<file path="config.mk">
export PLATFORM = sky130hd
export DESIGN_NAME = prom_store
export DESIGN_NICKNAME = d
export VERILOG_FILES = /design/src/logic/rom_loader_pkg.sv /design/src/logic/prom_store.sv
export VERILOG_INCLUDE_DIRS = /design/src /design/src/logic
export SDC_FILE = /design/constraint.sdc
export NUM_CORES = 2
export LEC_CHECK = 0
export ABC_CLOCK_PERIOD_IN_PS = 3100
export BUFFER_PORTS_ARGS = -buffer_cell sky130_fd_sc_hd__buf_2
export CAP_MARGIN = 20
export CELL_PAD_IN_SITES_DETAIL_PLACEMENT = 1
export CELL_PAD_IN_SITES_GLOBAL_PLACEMENT = 1
export CORE_MARGIN = 2
export CORE_UTILIZATION = 46
export DETAILED_ROUTE_END_ITERATION = 8
export PLACE_DENSITY_LB_ADDON = 0.2
export SKIP_CTS_REPAIR_TIMING = 1
export SYNTH_ARGS = -nofsm -noshare
export SYNTH_HDL_FRONTEND = slang
export SYNTH_SLANG_ARGS = --single-unit
export TNS_END_PERCENT = 10
</file>
<file path="constraint.sdc">
create_clock -name clk -period 3.1 [get_ports clk]
set_input_delay 0.155 -clock clk [delete_from_list [all_inputs] [get_ports clk]]
set_output_delay 0.155 -clock clk [all_outputs]
set_load 0.05 [all_outputs]
</file>
<file path="src/logic/rom_loader_defs.svh">
// shared constants of the ROM download path
// header length, region starts and the byte swap option of the decoder
// memory sizes and ack latency of the on-chip storage stand-ins

`ifndef ROM_LOADER_DEFS_SVH
`define ROM_LOADER_DEFS_SVH

// leading bytes of the stream that carry no ROM data
`define DWNLD_HEADER      25'd16

// part-address starts of SDRAM banks 1 to 3, bank 0 starts at zero
`define DWNLD_BA1_START   25'h400
`define DWNLD_BA2_START   25'h800
`define DWNLD_BA3_START   25'hC00

// everything from here to the end of the stream goes to the PROM
`define DWNLD_PROM_START  25'h1000

// swaps every pair of bytes on their way into SDRAM
`define DWNLD_SWAB        1'b0

`define SDRAM_WORD_AW     9
`define PROM_AW           8
`define SDRAM_ACK_LAT     3

`endif

</file>
<file path="src/logic/rom_loader_pkg.sv">
// types shared by the ROM download path
// width typedefs, the SDRAM write request and the port FSM states

package rom_loader_pkg;

    typedef logic [24:0] ioctl_addr_t;
    typedef logic [21:0] prog_addr_t;
    typedef logic [7:0]  byte_t;
    typedef logic [15:0] word_t;
    typedef logic [1:0]  bank_t;
    // active low, bit 0 guards the low byte
    typedef logic [1:0]  mask_t;

    // one SDRAM programming request, the data byte is repeated on both lanes
    typedef struct packed {
        prog_addr_t addr;
        bank_t      ba;
        mask_t      mask;
        word_t      data;
    } prog_req_t;

    typedef enum logic [1:0] {
        IDLE,
        BUSY,
        DONE
    } port_state_t;

endpackage

</file>
<file path="src/logic/prom_store.sv">
// PROM byte memory at the end of the download stream
// written by the decoder's prom_we pulse, read through a registered port

`timescale 1ns/100ps
`include "rom_loader_defs.svh"

module prom_store (
    input  logic                       clk,
    input  logic                       prom_we,
    input  rom_loader_pkg::prog_addr_t prom_addr,
    input  rom_loader_pkg::byte_t      prom_data,
    input  logic [`PROM_AW-1:0]        prom_rd_addr,
    output rom_loader_pkg::byte_t      prom_rd_data
);

    localparam int DEPTH = 1 << `PROM_AW;

    rom_loader_pkg::byte_t mem [DEPTH];
    logic [`PROM_AW-1:0]   wr_addr;

    // the PROM region starts on a 256-byte boundary, so the low bits
    // of the part address are already the offset into the PROM
    assign wr_addr = prom_addr[`PROM_AW-1:0];

    always_ff @(posedge clk) begin
        if (prom_we) begin
            mem[wr_addr] <= prom_data;
        end
    end

    // one cycle read latency, same as the SDRAM stand-in
    always_ff @(posedge clk) begin
        prom_rd_data <= mem[prom_rd_addr];
    end

endmodule

</file>
==> results.toml <==
[die]
boundaryPins = 48
core_um2 = 172000
initial_core_util_pct = 46.3
die_area_um2 = 176000
fp.dieW_um = 420
rows = 152
die_h_um = 420

[sta]
finClkSkew_ns = 0.0347
post-route-min-period_ns = 2.82
fin_setup_tns_ns = 0
clock.fmax_mhz = 355
rsz0062_at_grt = "no"
slew_viol_final = 0
period_share_pct = 90.9
setup_viol = 0
worst_pin_slew_ns = 1.11
hold_viol = 0
relSlewSlack_pct = 25.2

[cts]
clkTransAtPathRegs_ns = 0.06
insertion_delay_ns = 0.85
clockBufferDepth = 3
cts-root-buf = "clkbuf_16"
htreeDepth = 4
cts_made_buffers = 209
cts_tree = "built"
clock-sinks = 2056

[global_routing]
antenna_found_initial = 9
grt_overflow = 0
grt_usage_pct = 24.5
grt_pass1_wl_um = 307000
grt_pass1_vias = 42300
grt_max_degree = 116

[power_and_ir_drop]
ir_worst_vdd_v = 0.000523
swShare_pct = 21.7
design_power_total_mw = 59.0
p_seq_share_pct = 52.0
internal-power_mw = 46.2
pwr-share-comb_pct = 5.2
powerDensity_nw_per_um2 = 637
power.switching_mw = 12.8
power_frac_clock_pct = 42.8
p_leak_nw = 29.6

[final_layout]
layout_commonest_cell = "edfxtp_1"
final_cell_mix = "edfxtp_1 (2,048), mux4_2 (454), buf_4 (440)"
drive_gt1_share_pct = 29.2
synthToLayoutAreaGrowth_pct = 16.5
utilization_pct = 54.0
nets = 4285

[synth]
syn_area_um2 = 79600
synth_cells = 3733
ys_seq_elements = 2056
synth_ff_type = "edfxtp_1"
yosysSeqAreaShare_pct = 77.5
yosys.cell_types.count = 55
mappedNetlistNets = 3773
avgSynthCellArea_um2 = 21.3
synth-edff-count = 2048
yosysWarnings = 0
synthArstFlopShare_pct = 0

[route]
finalWirelength_um = 213000
ant_nets = 0
vias = 40300
wire_per_inst_um = 31.6
route.detailed.drc = 0
avgViaCountPerCell = 5.99
drt_pre_antenna_iters = 5
drt_iter0_drc = 3934

[place]
port-buffer-count = 33
place_hpwl_um = 133000
place.gp.congestion = 0.821

[setup_path]
start_kind = "flop"
required_ns = 3.79
crit_chain = "mux4_2, a22o_1, a221oi_1, buf_4, o32ai_1, nor3_1, nor4_1"
cp.arrival_ns = 3.51
cpLargestDelayFamily = "simple AND/OR/NAND/NOR gates"
worst-path-buf-inv = 1
worst-setup-path-type = "flop to flop"
reg2reg_depth = 7
max_stage_delay_ns = 0.87
cp_slowest_cell = "nor3_1"
crit_path_end_kind = "flop"
cp_max_fo = 1
cp.depth = 7
r2r_slack_ns = 0.28

[outcome]
outcome = "finished, final reports clean"

[hold_path]
hold_class = "primary input to flop"
min_path_cells = 4

[run]
cap_violations = 0
-- cell usage after synthesis (13+ instances only) --
cell type | count | area, um2
mux2i_1 | 134 | 1340
buf_8 | 13 | 195
clkbuf_1 | 111 | 417
a221oi_1 | 13 | 114
a21oi_1 | 96 | 480
nor4_1 | 24 | 150
buf_2 | 31 | 155
buf_4 | 27 | 203
nand2_1 | 33 | 124
a211oi_1 | 16 | 120
edfxtp_1 | 2048 | 61500
nor3_1 | 22 | 110
a22oi_1 | 133 | 998
nor2b_1 | 31 | 194
o22ai_1 | 28 | 175
nor2_1 | 282 | 1060
nand3_1 | 34 | 170
buf_6 | 21 | 236
mux4_2 | 454 | 10200
buf_1 | 22 | 82.6
o221ai_1 | 46 | 403
-- tightest hold or removal path, stage by stage --
cell     delay (ns)
buf_2          0.16
nand3_1        0.16
nor2_1         0.06
buf_4          0.17
-- power groups by stage --
stage / Sequential (mW) / Clock (mW) / Combinational (mW)
2_1_floorplan: 31.3 / 0 / 1.49
3_3_place_gp: 31.3 / 0 / 3.05
3_5_place_dp: 31.3 / 0 / 3.10
4_1_cts: 30.7 / 25.7 / 3.11
5_1_grt: 30.7 / 26.6 / 3.25
6_report: 30.7 / 25.3 / 3.09
-- kinds of logic (layout without fill, tap and decap cells) --
| family | count (synthesis) | in the layout | share of synthesized area (%) |
|---|---|---|---|
| AO/OA/AOI/OAI | 385 | 385 | 3.42 |
| multiplexers | 591 | 591 | 14.6 |
| buffers and inverters | 235 | 917 | 1.83 |
| flip-flops | 2056 | 2056 | 77.5 |
| AND/OR/NAND/NOR | 466 | 466 | 2.63 |
| other | 0 | 4 | 0 |
-- path summary, 6_finish.rpt --
path                              startpoint               to
worst min-delay path            prom_addr[2]      mem[205][6]
worst max register to register    mem[83][3]  prom_rd_data[3]
worst min register to register    mem[33][5]  prom_rd_data[5]
worst max-delay path              mem[83][3]  prom_rd_data[3]
-- layer usage --
layer | track usage, % | share of wire [%]
met5 | 0 | 0.021
met4 | 7.61 | 3.1
met3 | 3.84 | 6.1
met2 | 39.9 | 49
met1 | 34.2 | 41
-- registers in the layout, indices dropped and copies added (netlist names) --
register      flops
prom_rd_data      8
mem            2048
-- per-stage QoR --
step | std cells | setup WS, ns | hold slack, ns | cell area, um2
after floorplan | 3733 | 1.01 | 0.254 | 79600
after global placement | 6336 | -0.174 | 0.658 | 85700
after detailed placement | 6336 | -0.186 | 0.670 | 85700
after CTS | 6717 | 0.282 | -0.244 | 92600
after global routing | 6727 | 0.159 | 0.0404 | 92700
final | 6729 | 0.283 | 0.0377 | 92700
-- layout make-up --
| type | count | area (um2) |
|---|---|---|
| fillers | 14900 | 79000 |
| flip-flops and latches | 2056 | 61700 |
| multi-input cells | 1442 | 16500 |
| clock buffers | 271 | 5490 |
| repair buffers | 534 | 4740 |
| well taps | 2310 | 2890 |
| clock inverters | 110 | 1370 |
| diodes | 4 | 10.0 |
| inverters | 2 | 7.51 |
Note: power is estimated with default switching activity, not from simulation.
