File: src/logic/rom_loader_defs.svh
// shared constants of the ROM download path
// header length, region starts and the byte swap option of the decoder
// memory sizes and ack latency of the on-chip storage stand-ins

`ifndef ROM_LOADER_DEFS_SVH
`define ROM_LOADER_DEFS_SVH

// leading bytes of the stream that carry no ROM data
`define DWNLD_HEADER      25'd16

// part-address starts of SDRAM banks 1 to 3, bank 0 starts at zero
`define DWNLD_BA1_START   25'h400
`define DWNLD_BA2_START   25'h800
`define DWNLD_BA3_START   25'hC00

// everything from here to the end of the stream goes to the PROM
`define DWNLD_PROM_START  25'h1000

// swaps every pair of bytes on their way into SDRAM
`define DWNLD_SWAB        1'b0

`define SDRAM_WORD_AW     9
`define PROM_AW           8
`define SDRAM_ACK_LAT     3

`endif

File: src/logic/rom_loader_pkg.sv
// types shared by the ROM download path
// width typedefs, the SDRAM write request and the port FSM states

package rom_loader_pkg;

    typedef logic [24:0] ioctl_addr_t;
    typedef logic [21:0] prog_addr_t;
    typedef logic [7:0]  byte_t;
    typedef logic [15:0] word_t;
    typedef logic [1:0]  bank_t;
    // active low, bit 0 guards the low byte
    typedef logic [1:0]  mask_t;

    // one SDRAM programming request, the data byte is repeated on both lanes
    typedef struct packed {
        prog_addr_t addr;
        bank_t      ba;
        mask_t      mask;
        word_t      data;
    } prog_req_t;

    typedef enum logic [1:0] {
        IDLE,
        BUSY,
        DONE
    } port_state_t;

endpackage

File: src/logic/dwnld_decoder.sv
// download stream decoder
// drops the header, splits the stream into SDRAM banks and the PROM
// and registers word address, byte mask and write strobes

`timescale 1ns/100ps
`include "rom_loader_defs.svh"

module dwnld_decoder (
    input  logic                        clk,
    input  logic                        rst,
    input  logic                        downloading,
    input  rom_loader_pkg::ioctl_addr_t ioctl_addr,
    input  rom_loader_pkg::byte_t       ioctl_data,
    input  logic                        ioctl_wr,
    input  logic                        sdram_ack,
    output rom_loader_pkg::prog_req_t   prog_req,
    output logic                        prog_we,
    output logic                        prom_we,
    output rom_loader_pkg::prog_addr_t  prom_addr,
    output rom_loader_pkg::byte_t       prom_data
);

    rom_loader_pkg::ioctl_addr_t part_addr;
    rom_loader_pkg::ioctl_addr_t offset;
    rom_loader_pkg::ioctl_addr_t eff_addr;
    rom_loader_pkg::bank_t       bank;
    logic                        header;
    logic                        is_prom;
    logic                        accept;

    //////////////////////////////////////////////////
    // address decoding

    always_comb begin
        // addresses are counted from the first byte after the header
        header    = ioctl_addr < `DWNLD_HEADER;
        part_addr = ioctl_addr - `DWNLD_HEADER;
        is_prom   = part_addr >= `DWNLD_PROM_START;
    end

    always_comb begin
        // highest bank whose start is not above the part address wins
        if (part_addr >= `DWNLD_BA3_START) begin
            bank = 2'd3;
        end else if (part_addr >= `DWNLD_BA2_START) begin
            bank = 2'd2;
        end else if (part_addr >= `DWNLD_BA1_START) begin
            bank = 2'd1;
        end else begin
            bank = 2'd0;
        end
        case (bank)
            2'd1:    offset = `DWNLD_BA1_START;
            2'd2:    offset = `DWNLD_BA2_START;
            2'd3:    offset = `DWNLD_BA3_START;
            default: offset = '0;
        endcase
        // byte address inside the selected bank
        eff_addr = part_addr - offset;
    end

    // bytes seen outside the download window or inside the header are lost
    assign accept = ioctl_wr && downloading && !header;

    //////////////////////////////////////////////////
    // write strobes

    always_ff @(posedge clk) begin
        if (rst) begin
            prog_we <= 1'b0;
            prom_we <= 1'b0;
        end else if (accept) begin
            // a new byte replaces whatever SDRAM request is still pending
            prog_we <= !is_prom;
            prom_we <= is_prom;
        end else begin
            // the PROM strobe lives for one cycle only
            prom_we <= 1'b0;
            if (!downloading || sdram_ack) begin
                prog_we <= 1'b0;
            end
        end
    end

    //////////////////////////////////////////////////
    // request payload

    always_ff @(posedge clk) begin
        if (accept) begin
            if (is_prom) begin
                // the PROM store keeps only the low bits of this address
                prom_addr <= part_addr[21:0];
                prom_data <= ioctl_data;
            end else begin
                // bit 0 selects the byte lane, the rest is the word address
                prog_req.addr <= eff_addr[22:1];
                prog_req.ba   <= bank;
                prog_req.mask <= (eff_addr[0] ^ `DWNLD_SWAB) ? 2'b01 : 2'b10;
                prog_req.data <= {2{ioctl_data}};
            end
        end
    end

endmodule

File: config.mk
export PLATFORM = sky130hd
export DESIGN_NAME = dwnld_decoder
export DESIGN_NICKNAME = d
export VERILOG_FILES = /design/src/logic/rom_loader_pkg.sv /design/src/logic/dwnld_decoder.sv
export VERILOG_INCLUDE_DIRS = /design/src /design/src/logic
export SDC_FILE = /design/constraint.sdc
export NUM_CORES = 1
export LEC_CHECK = 0
export BUFFER_PORTS_ARGS = -buffer_cell sky130_fd_sc_hd__buf_2
export CELL_PAD_IN_SITES_DETAIL_PLACEMENT = 0
export CELL_PAD_IN_SITES_GLOBAL_PLACEMENT = 2
export CORE_ASPECT_RATIO = 1.2
export CORE_UTILIZATION = 32
export CTS_BUF_LIST = sky130_fd_sc_hd__clkbuf_8 sky130_fd_sc_hd__clkbuf_16
export DETAILED_ROUTE_END_ITERATION = 8
export MAX_ROUTING_LAYER = met4
export PLACE_DENSITY_LB_ADDON = 0.15
export SYNTH_ARGS = -nofsm -noshare
export SYNTH_HDL_FRONTEND = slang
export SYNTH_SLANG_ARGS = --single-unit
File: constraint.sdc
create_clock -name clk -period 5.5 [get_ports clk]
set_clock_uncertainty 0.1 [all_clocks]
set_input_delay 0.55 -clock clk [delete_from_list [all_inputs] [get_ports clk]]
set_output_delay 0.55 -clock clk [all_outputs]
set_load 0.005 [all_outputs]
==> impl_metrics.sql <==
INSERT INTO impl_metrics (metric_group, metric, value, unit) VALUES
('grt', 'grtUsageMet2', '23.0', '%'),
('grt', 'track_usage', '13.8', '%'),
('worst_setup_path', 'timing.reg2reg.worst_path_depth', '3', ''),
('sta', 'post_route_clock_period_utilization', '74.6', '%'),
('worst_setup_path', 'timing.critical_path.mode_cell', 'sky130_fd_sc_hd__nand4_1', ''),
('grt', 'grt_pass1_wl', '9670', 'um'),
('sta', 'period_minus_slack', '4.10', 'ns'),
('worst_setup_path', 'criticalPathCategory', 'input pin to register', ''),
('cts', 'cts_num_sinks', '66', ''),
('yosys', 'yosys-top-cells-area', 'sky130_fd_sc_hd__edfxtp_1 (65%), sky130_fd_sc_hd__xor2_1 (4.1%), sky130_fd_sc_hd__xnor2_1 (3.2%)', ''),
('outcome', 'status', 'completed', ''),
('die', 'die_width', '89.9', 'um'),
('placed_design', 'gp_congestion', '0.834', ''),
('drt', 'drt_iter0_markers', '64', ''),
('min_path', 'worst_hold_startpoint', 'ioctl_data[7]', ''),
('yosys', 'ys_seq_elements', '66', ''),
('yosys', 'synth.lib_cells_used.distinct', '44', ''),
('cts', 'post_cts_resize_count', '0', ''),
('worst_setup_path', 'critical_path_peak_fanout', '8', ''),
('finish', 'layout_commonest_cell', 'sky130_fd_sc_hd__buf_2', ''),
('sta', 'slew-limit-headroom', '32.4', '%'),
('worst_setup_path', 'cp.required', '5.45', 'ns'),
('placed_design', 'pre_cts_ws', '1.03', 'ns'),
('drt', 'avgViaCountPerCell', '4.56', ''),
('finish', 'final_net_count', '362', ''),
('yosys', 'synth.avg_cell_area', '14.4', 'um^2'),
('die', 'placement_rows', '38', ''),
('cts', 'cts-root-to-sink-buffers', '2', ''),
('worst_setup_path', 'crit_path_max_incr_delay', '0.56', 'ns'),
('sta', 'layout_setup_ws', '1.40', 'ns'),
('worst_setup_path', 'critical_path.cell_chain', 'buf_2 -> inv_1 -> ha_1 -> nor3b_1 -> nand4_1 -> xor2_1 -> nand4_1 -> nor4_4 -> and2_1 -> ha_1 -> a21oi_1 -> nand4_1 -> nor4_1 -> xor2_1', ''),
('die', 'die_area', '9670', 'um^2'),
('yosys', 'postSynth.topFlopCell', 'sky130_fd_sc_hd__edfxtp_1', ''),
('placed_design', 'dp_hpwl', '4990', 'um'),
('finish', 'leading_cell_types_in_the_layout_fill_and_taps_excluded', 'sky130_fd_sc_hd__buf_2 (111), sky130_fd_sc_hd__edfxtp_1 (64), sky130_fd_sc_hd__inv_1 (21), sky130_fd_sc_hd__xor2_1 (14), sky130_fd_sc_hd__xnor2_1 (11)', ''),
('worst_setup_path', 'worst_r2r_src', 'prog_we', ''),
('grt', 'grt_start_max_net_pins', '35', ''),
('sta', 'hold_vio_cnt_final', '0', ''),
('drt', 'via_count', '2025', ''),
('power', 'power.leakage', '1.51', 'nW'),
('yosys', 'synth_largest_type_area_fraction', '64.8', '%'),
('sta', 'max_freq', '244', 'MHz'),
('drt', 'firstDrtPassIters', '6', ''),
('worst_setup_path', 'setup.reg_to_reg.worst_slack', '4.43', 'ns'),
('sta', 'finalSetupViolCount', '0', ''),
('placed_design', 'io_buffers', '111', ''),
('yosys', 'synth_nets', '248', ''),
('finish', 'fillerInstances', '904', ''),
('cts', 'root_buffer', 'sky130_fd_sc_hd__clkbuf_8', ''),
('drt', 'route.detailed.wl_per_inst', '14.5', 'um'),
('job', 'drv_cap', '0', ''),
('drt', 'detail-route-antenna-nets', '0', ''),
('worst_setup_path', 'cp.arrival', '4.06', 'ns'),
('drt', 'detail_route.wirelength', '6430', 'um'),
('power', 'max-vdd-ir-drop', '0.120', 'mV'),
('cts', 'tritoncts', 'built', ''),
('die', 'initial_util', '32.9', '%'),
('die', 'dieHeight', '107', 'um'),
('finish', 'syn2layout_area_growth', '28.1', '%'),
('worst_setup_path', 'cpMaxStageDelayCell', 'sky130_fd_sc_hd__nor4_4', ''),
('worst_setup_path', 'r2r_end', 'prog_we', ''),
('grt', 'grt_pass1_vias', '1884', ''),
('sta', 'fin_tns_setup', '0', 'ns'),
('die', 'io_pins', '112', ''),
('yosys', 'yosysWarnings', '0', ''),
('cts', 'hold_fix_buffers_cts', '0', ''),
('power', 'p_per_area', '268', 'nW/um^2'),
('grt', 'use_met3', '2.82', '%'),
('grt', 'initial_antenna_violation_count', '0', ''),
('yosys', 'yosys.area.top_type', 'sky130_fd_sc_hd__edfxtp_1', ''),
('sta', 'grt_setup_unrepaired', 'false', '');
## cell families after synthesis
logic type	after synthesis	synth area share, %
flip-flops	66	66.1
buffers and inverters	28	4.60
AND/OR/NAND/NOR	69	15.2
adder cells (fa/ha/maj)	4	1.94
AO/OA/AOI/OAI	13	3.84
XOR/XNOR	26	8.31
## worst max-delay path by stage
stage               slack [ns]  cells after the start           from            to
finish                    1.40                     14  ioctl_addr[4]  prog_req[40]
global route              1.12                     14  ioctl_addr[4]  prog_req[40]
CTS                       1.38                     14  ioctl_addr[4]  prog_req[40]
detailed placement        1.03                     14  ioctl_addr[4]  prog_req[40]
global placement          1.18                     14  ioctl_addr[4]  prog_req[39]
floorplan                 1.14                      8  ioctl_addr[4]  prog_req[10]
## report_power, final
group | internal, mW | switching (mW) | total (mW)
clock | 0.200 | 0.158 | 0.358
combinational | 0.0361 | 0.0526 | 0.0887
sequential | 0.570 | 0.00311 | 0.573
total | 0.807 | 0.214 | 1.02
## synthesized netlist by cell type (3+ instances only)
cell / number
sky130_fd_sc_hd__xor2_1: 14
sky130_fd_sc_hd__ha_1: 3
sky130_fd_sc_hd__nor2b_1: 3
sky130_fd_sc_hd__edfxtp_1: 64
sky130_fd_sc_hd__nor3_1: 9
sky130_fd_sc_hd__buf_4: 8
sky130_fd_sc_hd__xnor2_1: 11
sky130_fd_sc_hd__nand2_1: 7
sky130_fd_sc_hd__nand4_1: 5
sky130_fd_sc_hd__nand3_1: 6
sky130_fd_sc_hd__or3_1: 3
sky130_fd_sc_hd__and2_1: 3
sky130_fd_sc_hd__nor4_1: 5
sky130_fd_sc_hd__nor2_1: 10
sky130_fd_sc_hd__inv_1: 19
## metrics by stage
step | utilization, % | area, um^2 | instances | total power [mW] | hold WS (ns)
global route | 42.1 | 3800 | 444 | 1.06 | 0.297
finish | 42.1 | 3800 | 444 | 1.02 | 0.317
floorplan | - | 2970 | 206 | 0.624 | 0.529
CTS | 42.1 | 3800 | 444 | 1.04 | 0.296
detailed placement | 40.1 | 3630 | 429 | 0.674 | 0.537
global placement | 40.1 | 3630 | 429 | 0.674 | 0.556
## sequential cells by signal, summed over array words and instances, names as in the netlist
signal / cells
prom_addr: 22
prom_data: 8
prog_req: 34
prog_we: 1
prom_we: 1
## area by class of cell
cell class	count	area [um^2]	area share (%)
flip-flops and latches	66	1960	51.6
multi-input cells	112	880	23.1
repair buffers	112	563	14.8
well taps	120	150	3.95
clock buffers	9	124	3.26
inverters	19	71.3	1.88
clock inverters	6	51.3	1.35
## layer usage
layer | vias up | wire [um]
met1 | 942 | 2790
met5 | - | 0
li1 | 989 | -
met4 | 0 | 186
met3 | 14 | 310
met2 | 80 | 3150
## critical path: cells and delay by family
kind,cells,cell delay (ns)
compound gates,1,0.19
xor+xnor,2,0.45
fa+ha+maj,2,0.44
buf+inv,2,0.20
simple gates,7,2.22
No activity file was read; power rests on OpenSTA's default activity.
